==> src/vecu_pkg.sv <==
`default_nettype none

package vecu_pkg;

  //////////////////////////////////////////////////////////////////////
  // Sizes
  //////////////////////////////////////////////////////////////////////

  localparam int unsigned NrVregs   = 8;
  localparam int unsigned NrLanes   = 4;
  localparam int unsigned ElemW     = 16;
  localparam int unsigned VregAddrW = 3;

  // Core side widths
  localparam int unsigned IdW   = 4;
  localparam int unsigned XRegW = 5;
  localparam int unsigned LaneW = 2;
  localparam int unsigned OpW   = 4;

  typedef logic [VregAddrW-1:0] vreg_addr_t;
  typedef logic [ElemW-1:0]     elem_t;
  typedef elem_t [NrLanes-1:0]  vreg_data_t;
  typedef logic [IdW-1:0]       x_id_t;
  typedef logic [XRegW-1:0]     x_reg_t;

  // Codes 6 to 15 are illegal
  typedef enum logic [OpW-1:0] {
    OP_VADD  = 4'h0,
    OP_VSUB  = 4'h1,
    OP_VAND  = 4'h2,
    OP_VXOR  = 4'h3,
    OP_VADDI = 4'h4,
    OP_VMVXS = 4'h5
  } vecu_op_e;

  //////////////////////////////////////////////////////////////////////
  // Instruction formats
  //////////////////////////////////////////////////////////////////////

  typedef struct packed {
    vecu_op_e    opcode;
    vreg_addr_t  vd;
    vreg_addr_t  vs1;
    vreg_addr_t  vs2;
    logic [18:0] unused;
  } vecu_instr_rr_t;

  // VADDI and VMVXS, lane index sits in the low imm bits
  typedef struct packed {
    vecu_op_e   opcode;
    vreg_addr_t vd;
    vreg_addr_t vs2;
    x_reg_t     rd;
    elem_t      imm;
    logic       unused;
  } vecu_instr_ri_t;

  typedef union packed {
    vecu_instr_rr_t rr;
    vecu_instr_ri_t ri;
  } vecu_instr_u;

  //////////////////////////////////////////////////////////////////////
  // Core interface and stage payloads
  //////////////////////////////////////////////////////////////////////

  typedef struct packed {
    vecu_instr_u instr;
    x_id_t       id;
  } x_issue_req_t;

  typedef struct packed {
    logic accept;
    logic writeback;
  } x_issue_resp_t;

  typedef struct packed {
    x_id_t  id;
    x_reg_t rd;
    elem_t  data;
  } x_result_t;

  typedef struct packed {
    vecu_op_e           op;
    vreg_addr_t         vd;
    vreg_addr_t         vs1;
    vreg_addr_t         vs2;
    x_reg_t             rd;
    x_id_t              id;
    elem_t              imm;
    logic [LaneW-1:0]   lane;
    logic               vd_we;
    logic               scalar;
  } vecu_uop_t;

  typedef struct packed {
    vreg_addr_t vd;
    logic       vd_we;
    logic       scalar;
    x_reg_t     rd;
    x_id_t      id;
    vreg_data_t result;
  } vecu_exe_t;

endpackage

`default_nettype wire

==> src/vecu_issue.sv <==
`timescale 1ns/1ps
`default_nettype none

module vecu_issue (
  input  logic                    clk_i,
  input  logic                    arst_n_i,
  // Issue handshake with the core
  input  logic                    x_issue_valid_i,
  input  vecu_pkg::x_issue_req_t  x_issue_req_i,
  output logic                    x_issue_ready_o,
  output vecu_pkg::x_issue_resp_t x_issue_resp_o,
  input  logic                    stall_i,
  // Pending writers further down the pipe
  input  logic                    rd_valid_i,
  input  vecu_pkg::vecu_uop_t     rd_uop_i,
  input  logic                    ex_valid_i,
  input  vecu_pkg::vreg_addr_t    ex_vd_i,
  input  logic                    ex_we_i,
  input  logic                    wb_valid_i,
  input  vecu_pkg::vreg_addr_t    wb_vd_i,
  input  logic                    wb_we_i,
  // Read stage
  output logic                    uop_valid_o,
  output vecu_pkg::vecu_uop_t     uop_o,
  output vecu_pkg::vreg_addr_t    raddr_a_o,
  output vecu_pkg::vreg_addr_t    raddr_b_o
);

  vecu_pkg::vecu_instr_u instr;
  vecu_pkg::vecu_uop_t   dec;
  logic                  legal;
  logic                  use_vs1;
  logic                  use_vs2;
  logic                  hazard;
  logic                  fire;
  logic                  uop_valid_q;
  vecu_pkg::vecu_uop_t   uop_q;

  // True when a source of the decoded instruction reads vd
  function automatic logic src_hit(input vecu_pkg::vreg_addr_t vd,
                                   input vecu_pkg::vecu_uop_t  u,
                                   input logic                 a_used,
                                   input logic                 b_used);
    src_hit = (a_used && (u.vs1 == vd)) || (b_used && (u.vs2 == vd));
  endfunction

  //////////////////////////////////////////////////////////////////////
  // Decode
  //////////////////////////////////////////////////////////////////////

  assign instr = x_issue_req_i.instr;

  always_comb begin
    dec     = '0;
    dec.op  = instr.rr.opcode;
    dec.id  = x_issue_req_i.id;
    legal   = 1'b1;
    use_vs1 = 1'b0;
    use_vs2 = 1'b1;
    case (instr.rr.opcode)
      vecu_pkg::OP_VADD, vecu_pkg::OP_VSUB, vecu_pkg::OP_VAND, vecu_pkg::OP_VXOR: begin
        dec.vd    = instr.rr.vd;
        dec.vs1   = instr.rr.vs1;
        dec.vs2   = instr.rr.vs2;
        dec.vd_we = 1'b1;
        use_vs1   = 1'b1;
      end
      vecu_pkg::OP_VADDI: begin
        dec.vd    = instr.ri.vd;
        dec.vs2   = instr.ri.vs2;
        dec.imm   = instr.ri.imm;
        dec.vd_we = 1'b1;
      end
      vecu_pkg::OP_VMVXS: begin
        dec.vs2    = instr.ri.vs2;
        dec.rd     = instr.ri.rd;
        dec.imm    = instr.ri.imm;
        dec.lane   = instr.ri.imm[vecu_pkg::LaneW-1:0];
        dec.scalar = 1'b1;
      end
      default: begin
        // Illegal code, no sources to wait for
        legal   = 1'b0;
        use_vs2 = 1'b0;
      end
    endcase
  end

  //////////////////////////////////////////////////////////////////////
  // Scoreboard and handshake
  //////////////////////////////////////////////////////////////////////

  assign hazard = (rd_valid_i && rd_uop_i.vd_we && src_hit(rd_uop_i.vd, dec, use_vs1, use_vs2))
               || (ex_valid_i && ex_we_i && src_hit(ex_vd_i, dec, use_vs1, use_vs2))
               || (wb_valid_i && wb_we_i && src_hit(wb_vd_i, dec, use_vs1, use_vs2));

  assign x_issue_ready_o          = !stall_i && !hazard;
  assign fire                     = x_issue_valid_i && x_issue_ready_o;
  assign x_issue_resp_o.accept    = legal;
  assign x_issue_resp_o.writeback = legal && dec.scalar;

  // Register file is read on the acceptance edge
  assign raddr_a_o = dec.vs1;
  assign raddr_b_o = dec.vs2;

  always_ff @(posedge clk_i or negedge arst_n_i) begin
    if (!arst_n_i) begin
      uop_valid_q <= 1'b0;
    end else if (!stall_i) begin
      uop_valid_q <= fire && legal;
    end
  end

  always_ff @(posedge clk_i) begin
    if (fire && legal) begin
      uop_q <= dec;
    end
  end

  assign uop_valid_o = uop_valid_q;
  assign uop_o       = uop_q;

endmodule

`default_nettype wire

==> src/vecu_vrf.sv <==
`timescale 1ns/1ps
`default_nettype none

module vecu_vrf (
  input  logic                 clk_i,
  input  logic                 arst_n_i,
  // Read ports
  input  vecu_pkg::vreg_addr_t raddr_a_i,
  input  vecu_pkg::vreg_addr_t raddr_b_i,
  input  logic                 re_i,
  output vecu_pkg::vreg_data_t rdata_a_o,
  output vecu_pkg::vreg_data_t rdata_b_o,
  // Write port
  input  vecu_pkg::vreg_addr_t waddr_i,
  input  vecu_pkg::vreg_data_t wdata_i,
  input  logic                 we_i
);

  vecu_pkg::vreg_data_t [vecu_pkg::NrVregs-1:0] regs_q;
  vecu_pkg::vreg_data_t                         rdata_a_q;
  vecu_pkg::vreg_data_t                         rdata_b_q;

  // Read with the write of the same cycle forwarded
  function automatic vecu_pkg::vreg_data_t fwd_read(input vecu_pkg::vreg_addr_t addr);
    if (we_i && (waddr_i == addr)) begin
      return wdata_i;
    end
    return regs_q[addr];
  endfunction

  //////////////////////////////////////////////////////////////////////
  // Storage
  //////////////////////////////////////////////////////////////////////

  always_ff @(posedge clk_i or negedge arst_n_i) begin
    if (!arst_n_i) begin
      regs_q <= '0;
    end else if (we_i) begin
      regs_q[waddr_i] <= wdata_i;
    end
  end

  // Read data holds while re_i is low
  always_ff @(posedge clk_i) begin
    if (re_i) begin
      rdata_a_q <= fwd_read(raddr_a_i);
      rdata_b_q <= fwd_read(raddr_b_i);
    end
  end

  assign rdata_a_o = rdata_a_q;
  assign rdata_b_o = rdata_b_q;

endmodule

`default_nettype wire

==> src/vecu_vfu.sv <==
`timescale 1ns/1ps
`default_nettype none

module vecu_vfu (
  input  logic                 clk_i,
  input  logic                 arst_n_i,
  input  logic                 stall_i,
  // Read stage
  input  logic                 uop_valid_i,
  input  vecu_pkg::vecu_uop_t  uop_i,
  input  vecu_pkg::vreg_data_t rdata_a_i,
  input  vecu_pkg::vreg_data_t rdata_b_i,
  // Execute stage
  output logic                 ex_valid_o,
  output vecu_pkg::vecu_exe_t  ex_o,
  // Scoreboard view
  output vecu_pkg::vreg_addr_t ex_vd_o,
  output logic                 ex_we_o
);

  vecu_pkg::vreg_data_t alu_res;
  vecu_pkg::vecu_exe_t  ex_d;
  logic                 ex_valid_q;
  vecu_pkg::vecu_exe_t  ex_q;

  //////////////////////////////////////////////////////////////////////
  // Lane ALU
  //////////////////////////////////////////////////////////////////////

  // All lanes wrap at 16 bits
  always_comb begin
    alu_res = '0;
    for (int unsigned l = 0; l < vecu_pkg::NrLanes; l++) begin
      case (uop_i.op)
        vecu_pkg::OP_VADD:  alu_res[l] = rdata_a_i[l] + rdata_b_i[l];
        vecu_pkg::OP_VSUB:  alu_res[l] = rdata_b_i[l] - rdata_a_i[l];
        vecu_pkg::OP_VAND:  alu_res[l] = rdata_a_i[l] & rdata_b_i[l];
        vecu_pkg::OP_VXOR:  alu_res[l] = rdata_a_i[l] ^ rdata_b_i[l];
        // Immediate broadcast to every lane
        vecu_pkg::OP_VADDI: alu_res[l] = rdata_b_i[l] + uop_i.imm;
        default:            alu_res[l] = '0;
      endcase
    end

    // Lane selection for the move to the core
    if (uop_i.op == vecu_pkg::OP_VMVXS) begin
      alu_res[0] = rdata_b_i[uop_i.lane];
    end
  end

  always_comb begin
    ex_d        = '0;
    ex_d.vd     = uop_i.vd;
    ex_d.vd_we  = uop_i.vd_we;
    ex_d.scalar = uop_i.scalar;
    ex_d.rd     = uop_i.rd;
    ex_d.id     = uop_i.id;
    ex_d.result = alu_res;
  end

  //////////////////////////////////////////////////////////////////////
  // Execute register
  //////////////////////////////////////////////////////////////////////

  always_ff @(posedge clk_i or negedge arst_n_i) begin
    if (!arst_n_i) begin
      ex_valid_q <= 1'b0;
    end else if (!stall_i) begin
      ex_valid_q <= uop_valid_i;
    end
  end

  always_ff @(posedge clk_i) begin
    if (!stall_i) begin
      ex_q <= ex_d;
    end
  end

  assign ex_valid_o = ex_valid_q;
  assign ex_o       = ex_q;
  assign ex_vd_o    = ex_q.vd;
  assign ex_we_o    = ex_q.vd_we;

endmodule

`default_nettype wire

==> src/vecu_result.sv <==
`timescale 1ns/1ps
`default_nettype none

module vecu_result (
  input  logic                 clk_i,
  input  logic                 arst_n_i,
  // From execute
  input  logic                 ex_valid_i,
  input  vecu_pkg::vecu_exe_t  ex_i,
  // Register file write port
  output vecu_pkg::vreg_addr_t waddr_o,
  output vecu_pkg::vreg_data_t wdata_o,
  output logic                 we_o,
  // Scoreboard view
  output logic                 wb_valid_o,
  output vecu_pkg::vreg_addr_t wb_vd_o,
  output logic                 wb_we_o,
  output logic                 stall_o,
  // Result handshake with the core
  output logic                 x_result_valid_o,
  input  logic                 x_result_ready_i,
  output vecu_pkg::x_result_t  x_result_o
);

  logic                wb_valid_q;
  vecu_pkg::vecu_exe_t wb_q;

  //////////////////////////////////////////////////////////////////////
  // Writeback register
  //////////////////////////////////////////////////////////////////////

  // Frozen while a scalar result waits for the core
  always_ff @(posedge clk_i or negedge arst_n_i) begin
    if (!arst_n_i) begin
      wb_valid_q <= 1'b0;
    end else if (!stall_o) begin
      wb_valid_q <= ex_valid_i;
    end
  end

  always_ff @(posedge clk_i) begin
    if (!stall_o) begin
      wb_q <= ex_i;
    end
  end

  // A writing item never stalls, so it writes exactly once
  assign waddr_o = wb_q.vd;
  assign wdata_o = wb_q.result;
  assign we_o    = wb_valid_q && wb_q.vd_we;

  assign wb_valid_o = wb_valid_q;
  assign wb_vd_o    = wb_q.vd;
  assign wb_we_o    = wb_q.vd_we;

  //////////////////////////////////////////////////////////////////////
  // Scalar result
  //////////////////////////////////////////////////////////////////////

  assign x_result_valid_o = wb_valid_q && wb_q.scalar;
  assign stall_o          = x_result_valid_o && !x_result_ready_i;

  always_comb begin
    x_result_o.id   = wb_q.id;
    x_result_o.rd   = wb_q.rd;
    x_result_o.data = wb_q.result[0];
  end

endmodule

`default_nettype wire

==> src/vecu.sv <==
`timescale 1ns/1ps
`default_nettype none

module vecu (
  input  logic                    clk_i,
  input  logic                    arst_n_i,
  // Issue interface
  input  logic                    x_issue_valid_i,
  output logic                    x_issue_ready_o,
  input  vecu_pkg::x_issue_req_t  x_issue_req_i,
  output vecu_pkg::x_issue_resp_t x_issue_resp_o,
  // Result interface
  output logic                    x_result_valid_o,
  input  logic                    x_result_ready_i,
  output vecu_pkg::x_result_t     x_result_o
);

  logic                 stall;
  // Read stage
  logic                 rd_valid;
  vecu_pkg::vecu_uop_t  rd_uop;
  vecu_pkg::vreg_addr_t raddr_a;
  vecu_pkg::vreg_addr_t raddr_b;
  vecu_pkg::vreg_data_t rdata_a;
  vecu_pkg::vreg_data_t rdata_b;
  // Execute stage
  logic                 ex_valid;
  vecu_pkg::vecu_exe_t  ex;
  vecu_pkg::vreg_addr_t ex_vd;
  logic                 ex_we;
  // Writeback stage
  logic                 wb_valid;
  vecu_pkg::vreg_addr_t wb_vd;
  logic                 wb_we;
  vecu_pkg::vreg_addr_t vrf_waddr;
  vecu_pkg::vreg_data_t vrf_wdata;
  logic                 vrf_we;

  //////////////////////////////////////////////////////////////////////
  // Issue and register file
  //////////////////////////////////////////////////////////////////////

  vecu_issue i_issue (
    .clk_i          (clk_i          ),
    .arst_n_i       (arst_n_i       ),
    .x_issue_valid_i(x_issue_valid_i),
    .x_issue_req_i  (x_issue_req_i  ),
    .x_issue_ready_o(x_issue_ready_o),
    .x_issue_resp_o (x_issue_resp_o ),
    .stall_i        (stall          ),
    .rd_valid_i     (rd_valid       ),
    .rd_uop_i       (rd_uop         ),
    .ex_valid_i     (ex_valid       ),
    .ex_vd_i        (ex_vd          ),
    .ex_we_i        (ex_we          ),
    .wb_valid_i     (wb_valid       ),
    .wb_vd_i        (wb_vd          ),
    .wb_we_i        (wb_we          ),
    .uop_valid_o    (rd_valid       ),
    .uop_o          (rd_uop         ),
    .raddr_a_o      (raddr_a        ),
    .raddr_b_o      (raddr_b        )
  );

  // Reads advance together with the issue handshake
  vecu_vrf i_vrf (
    .clk_i    (clk_i          ),
    .arst_n_i (arst_n_i       ),
    .raddr_a_i(raddr_a        ),
    .raddr_b_i(raddr_b        ),
    .re_i     (x_issue_ready_o),
    .rdata_a_o(rdata_a        ),
    .rdata_b_o(rdata_b        ),
    .waddr_i  (vrf_waddr      ),
    .wdata_i  (vrf_wdata      ),
    .we_i     (vrf_we         )
  );

  //////////////////////////////////////////////////////////////////////
  // Execute and writeback
  //////////////////////////////////////////////////////////////////////

  vecu_vfu i_vfu (
    .clk_i      (clk_i   ),
    .arst_n_i   (arst_n_i),
    .stall_i    (stall   ),
    .uop_valid_i(rd_valid),
    .uop_i      (rd_uop  ),
    .rdata_a_i  (rdata_a ),
    .rdata_b_i  (rdata_b ),
    .ex_valid_o (ex_valid),
    .ex_o       (ex      ),
    .ex_vd_o    (ex_vd   ),
    .ex_we_o    (ex_we   )
  );

  vecu_result i_result (
    .clk_i           (clk_i           ),
    .arst_n_i        (arst_n_i        ),
    .ex_valid_i      (ex_valid        ),
    .ex_i            (ex              ),
    .waddr_o         (vrf_waddr       ),
    .wdata_o         (vrf_wdata       ),
    .we_o            (vrf_we          ),
    .wb_valid_o      (wb_valid        ),
    .wb_vd_o         (wb_vd           ),
    .wb_we_o         (wb_we           ),
    .stall_o         (stall           ),
    .x_result_valid_o(x_result_valid_o),
    .x_result_ready_i(x_result_ready_i),
    .x_result_o      (x_result_o      )
  );

endmodule

`default_nettype wire

==> config.mk <==
export PLATFORM = sky130hd
export DESIGN_NAME = vecu
export DESIGN_NICKNAME = d
export VERILOG_FILES = /design/src/vecu_pkg.sv /design/src/vecu_issue.sv /design/src/vecu_vrf.sv /design/src/vecu_vfu.sv /design/src/vecu_result.sv /design/src/vecu.sv
export SDC_FILE = /design/constraint.sdc
export NUM_CORES = 2
export LEC_CHECK = 0
export BUFFER_PORTS_ARGS = -buffer_cell sky130_fd_sc_hd__buf_2
export CORE_MARGIN = 8
export CORE_UTILIZATION = 50
export CTS_CLUSTER_DIAMETER = 40
export DETAILED_ROUTE_END_ITERATION = 8
export PLACE_DENSITY = 0.79
export RECOVER_POWER = 50
export SLEW_MARGIN = 20
export SYNTH_ARGS = -nofsm -noshare
export SYNTH_HDL_FRONTEND = slang
export SYNTH_SLANG_ARGS = --single-unit
==> constraint.sdc <==
create_clock -name clk_i -period 11.1 [get_ports clk_i]
set_input_delay 2.22 -clock clk_i [delete_from_list [all_inputs] [get_ports clk_i]]
set_output_delay 2.22 -clock clk_i [all_outputs]
set_load 0.01 [all_outputs]
==> metrics.log <==
[metrics] area of the mapped netlist: 45,700 sq um
[metrics] largest net degree at the start of global routing: around 180
[metrics] origin of the critical flop-to-flop path: i_result.waddr_o[0]
[metrics] number of register bits inferred by synthesis: 835
[metrics] number of buffers on the longest clock path: 3
[metrics] Sequential Area: 22,500 sq um
[metrics] maximum operating frequency: ~120 MHz
[metrics] chip width: between 300 and 400 um
[metrics] data required time at the worst endpoint: between 10 and 15 ns
[metrics] number of synthesized flops with an enable pin: 320
[metrics] cell family contributing the most delay on the critical path: buffers and inverters
[metrics] dominant cells by area after synthesis: sky130_fd_sc_hd__dfrtp_1 (28%), sky130_fd_sc_hd__edfxtp_1 (21%), sky130_fd_sc_hd__mux2_2 (13%)
[metrics] startpoint type of the worst setup path: input pin
[metrics] Yosys top cell area share: 28.2%
[metrics] crit-path most repeated cell: sky130_fd_sc_hd__clkbuf_1
[metrics] highest-count cells in the layout ignoring fill and taps: sky130_fd_sc_hd__dfrtp_1 (515), sky130_fd_sc_hd__mux2_2 (514), sky130_fd_sc_hd__mux2i_1 (324)
[metrics] Most used DFF post-synth: sky130_fd_sc_hd__dfrtp_1
[metrics] CTS H-Tree Depth: 3
[metrics] Hold Crit Depth: 0
[metrics] skew final: ~0.058 ns
[metrics] largest stage delay on the critical path: 3.19 ns
[metrics] final WL: between 100,000 and 150,000 um
[metrics] full die area: 101,000 sq um
[metrics] CP startpoint: arst_n_i
[metrics] number of setup violations in the final report: 0
[metrics] P_leak: about 22 nW
[metrics] violated checks: capacitance limit, slew limit
[metrics] post-cts gate resize count: 0
[metrics] half-perimeter wire length after placement: 74,300 um
[metrics] antenna violations before repair: 4
[metrics] Setup Slack @ Placement: 3.74 ns
[metrics] effective utilization at floorplan: between 50 and 60%
[metrics] clock-pin transition on the worst setup and hold timing paths: approximately 0.05 ns
[metrics] distinct cell type count of the synthesized netlist: 69
[metrics] fraction of the cycle the final worst path needs: roughly 74%
[metrics] area taken by multi-input logic gates: 21,700 sq um
[metrics] placer congestion estimate: about 1
[metrics] placement row count: around 110
[metrics] maximum resistive drop on vdd: between 100 and 150 uV
[metrics] syn avg cell area: 12.7 sq um
[metrics] endpoint with the worst hold slack: i_result.wdata_o[44]
[metrics] share of synthesized area occupied by flip-flops and latches: around 49%
[metrics] most common cell after layout, fill and taps aside: sky130_fd_sc_hd__dfrtp_1
[metrics] via count of the first global-routing pass: around 32,000
[metrics] Synth area leader: sky130_fd_sc_hd__dfrtp_1
[metrics] count of buffering cells on the critical path with inverters included: 3
[metrics] detailed-router iteration count before antenna repair: 8
[metrics] post-route non-filler standard cell count: approximately 4,800
[metrics] Worst-Margin Slew: about 4.6 ns
[metrics] endpoint type of the worst setup path: async pin
[metrics] Hold Crit Start: i_vfu.ex_o[44]
[metrics] overflow left after global routing: 0
[metrics] number of nets in the final layout: around 3,700
[metrics] Area Growth Syn to Fin: 10.5%
[metrics] Max Slew Vio Count: 820
[metrics] number of cell instances on the worst register-to-register path: 5
[metrics] TritonCTS clock tree: done
[metrics] Sink Count: approximately 840
[metrics] area inside the core boundary: approximately 91,000 sq um
[metrics] Root Buffer Master: sky130_fd_sc_hd__clkbuf_16
[metrics] total number of yosys warnings: 0
[metrics] routed wirelength normalized by instance count: ~26 um
[metrics] Power Dens Cells: ~190 nW/um^2
[metrics] wire length of the first global-routing pass: 192,000 um
[metrics] DRC violation count after routing: 0
[metrics] fill count: 7,171
[metrics] R2R Setup Slk: approximately 4.7 ns
[metrics] normalized max-slew margin: -209%
[metrics] clock insertion delay at the later pin of the skew report: around 0.70 ns
[metrics] TNS Setup: 0 ns
[metrics] violation count after the first detailed-routing iteration: 3,442
[metrics] Post-Syn Nets: around 3,800
[metrics] TritonCTS Buffers: roughly 110
[metrics] run status: complete, but fails checks
[metrics] minimum clock period after layout: about 8.2 ns
[metrics] buffers added on ports: 67
[metrics] maximum fanout count along the critical path: between 150 and 200
[metrics] total number of vias: between 30,000 and 40,000
[metrics] setup repair after global routing missed its margin: no
[metrics] Slowest cell on crit path: sky130_fd_sc_hd__clkbuf_1
[metrics] Post-Synthesis Cells: ~3,600
[metrics] per-cell via count in the routed design: about 6.6
[metrics] I/O pin count: between 60 and 70
[metrics] hold-fix buffer count after cts: 0
[metrics] CP cell instances: clkbuf_1 -> clkbuf_1 -> buf_12
[metrics] path type of the worst setup path: input pin to async pin
[metrics] antenna violation net count after detailed routing: 0
[metrics] Cell Count Post-Placement: approximately 4,600
[metrics] Async S/R FF share, synth: 61.7%
[metrics] global-route total usage across every layer: between 20% and 30%
[metrics] Final Hold Viols: 0
[metrics] Post-CTS Setup Inserts: 0
[metrics] capturing point of the worst reg2reg path: i_vrf.regs_q[194]
[metrics] CP Data Arrival Time: slightly below 9 ns
[metrics] share of post-route cells with drive strength above 1: between 20 and 30%
[metrics] Vert. Die Dim: around 320 um
[metrics] smallest setup slack after layout: just under 3 ns
[metrics] reported max-cap violation count: 22
[metrics] worst hold-check path type: register to register
worst register-to-register path, cell delays in order (launching register included):
cell and delay [ns]:
sky130_fd_sc_hd__edfxtp_1 0.54, sky130_fd_sc_hd__nand3_1 0.27, sky130_fd_sc_hd__nor3b_1 0.25, sky130_fd_sc_hd__clkbuf_1 2.01, sky130_fd_sc_hd__clkbuf_1 2.69, sky130_fd_sc_hd__mux2_2 0.52
logic make-up (layout without fill, tap and decap cells):
| group | after synthesis | in the layout | share of synthesized area [%] |
|---|---|---|---|
| xor+xnor | 60 | 60 | 1.15 |
| compound gates | 707 | 707 | 10.1 |
| mux | 983 | 983 | 26.9 |
| simple gates | 500 | 500 | 5.35 |
| buf+inv | 368 | 368 | 3.42 |
| flops | 835 | 835 | 49.3 |
| other cells | 0 | 1 | 0 |
| fa+ha+maj | 135 | 135 | 3.76 |
flip-flops by register name, summed over array words and instances, names as in the netlist, 3 cells and up:
signal / count
i_issue.uop_o: 36
i_result.waddr_o: 3
i_result.wdata_o: 64
i_result.x_result_o: 9
i_vfu.ex_o: 74
i_vfu.ex_vd_o: 3
i_vrf.rdata_a_o: 64
i_vrf.rdata_b_o: 64
i_vrf.regs_q: 512
layer usage:
layer,global-route usage [%],wire length (um),up-vias
li1,-,-,13600
met1,32.3,49800,16000
met2,37.5,56900,1596
met3,4.53,10900,354
met4,10.8,5560,0
met5,0,0,-
cell usage after synthesis, types with 50 or more instances:
| cell | number |
|---|---|
| sky130_fd_sc_hd__dfrtp_1 | 515 |
| sky130_fd_sc_hd__o32ai_1 | 64 |
| sky130_fd_sc_hd__a21oi_1 | 185 |
| sky130_fd_sc_hd__mux4_2 | 145 |
| sky130_fd_sc_hd__mux2_2 | 514 |
| sky130_fd_sc_hd__clkbuf_1 | 219 |
| sky130_fd_sc_hd__a211oi_1 | 83 |
| sky130_fd_sc_hd__buf_2 | 50 |
| sky130_fd_sc_hd__mux2i_1 | 324 |
| sky130_fd_sc_hd__ha_1 | 131 |
| sky130_fd_sc_hd__nand2_1 | 154 |
| sky130_fd_sc_hd__edfxtp_1 | 320 |
| sky130_fd_sc_hd__o21ai_0 | 187 |
| sky130_fd_sc_hd__nor2_1 | 126 |
power by group:
part	switching, W	total, W	leakage, nW	internal [W]
logic	0.000837	0.00163	8.96	0.000796
registers	0.000520	0.00423	10.8	0.00371
clock network	0.00146	0.00371	1.91	0.00225
total	0.00281	0.00957	21.6	0.00676
cell type report:
| type | count | area share [%] |
|---|---|---|
| Multi-Input combinational cell | 2385 | 43.1 |
| Clock inverter | 69 | 1.61 |
| Sequential cell | 835 | 44.6 |
| Timing Repair Buffer | 123 | 1.40 |
| Clock buffer | 143 | 6.17 |
| Inverter | 33 | 0.248 |
| Antenna cell | 1 | 0.00496 |
| Tap cell | 1186 | 2.94 |
metrics by stage:
stage                     util [%]  hold slack (ns)  area [sq um]  power (W)
final                         55.4            0.379         50500    0.00957
after global routing          55.4            0.386         50500    0.00995
after CTS                     55.6            0.369         50600    0.00958
after detailed placement      51.3            0.405         46700    0.00587
after global placement        51.3            0.401         46700    0.00579
after floorplan                  -            0.400         45700    0.00531
worst max path at each step:
| stage | to | slack (ns) | depth (start not counted) |
|---|---|---|---|
| 2_1_floorplan | x_issue_ready_o | 0.31 | 3 |
| 3_3_place_gp | x_issue_ready_o | 3.80 | 10 |
| 3_5_place_dp | x_issue_ready_o | 3.74 | 10 |
| 4_1_cts | x_issue_ready_o | 3.72 | 10 |
| 5_1_grt | i_vrf.regs_q[304] | 1.72 | 3 |
| 6_report | i_vrf.regs_q[448] | 2.90 | 3 |
No activity file was read; power rests on OpenSTA's default activity.
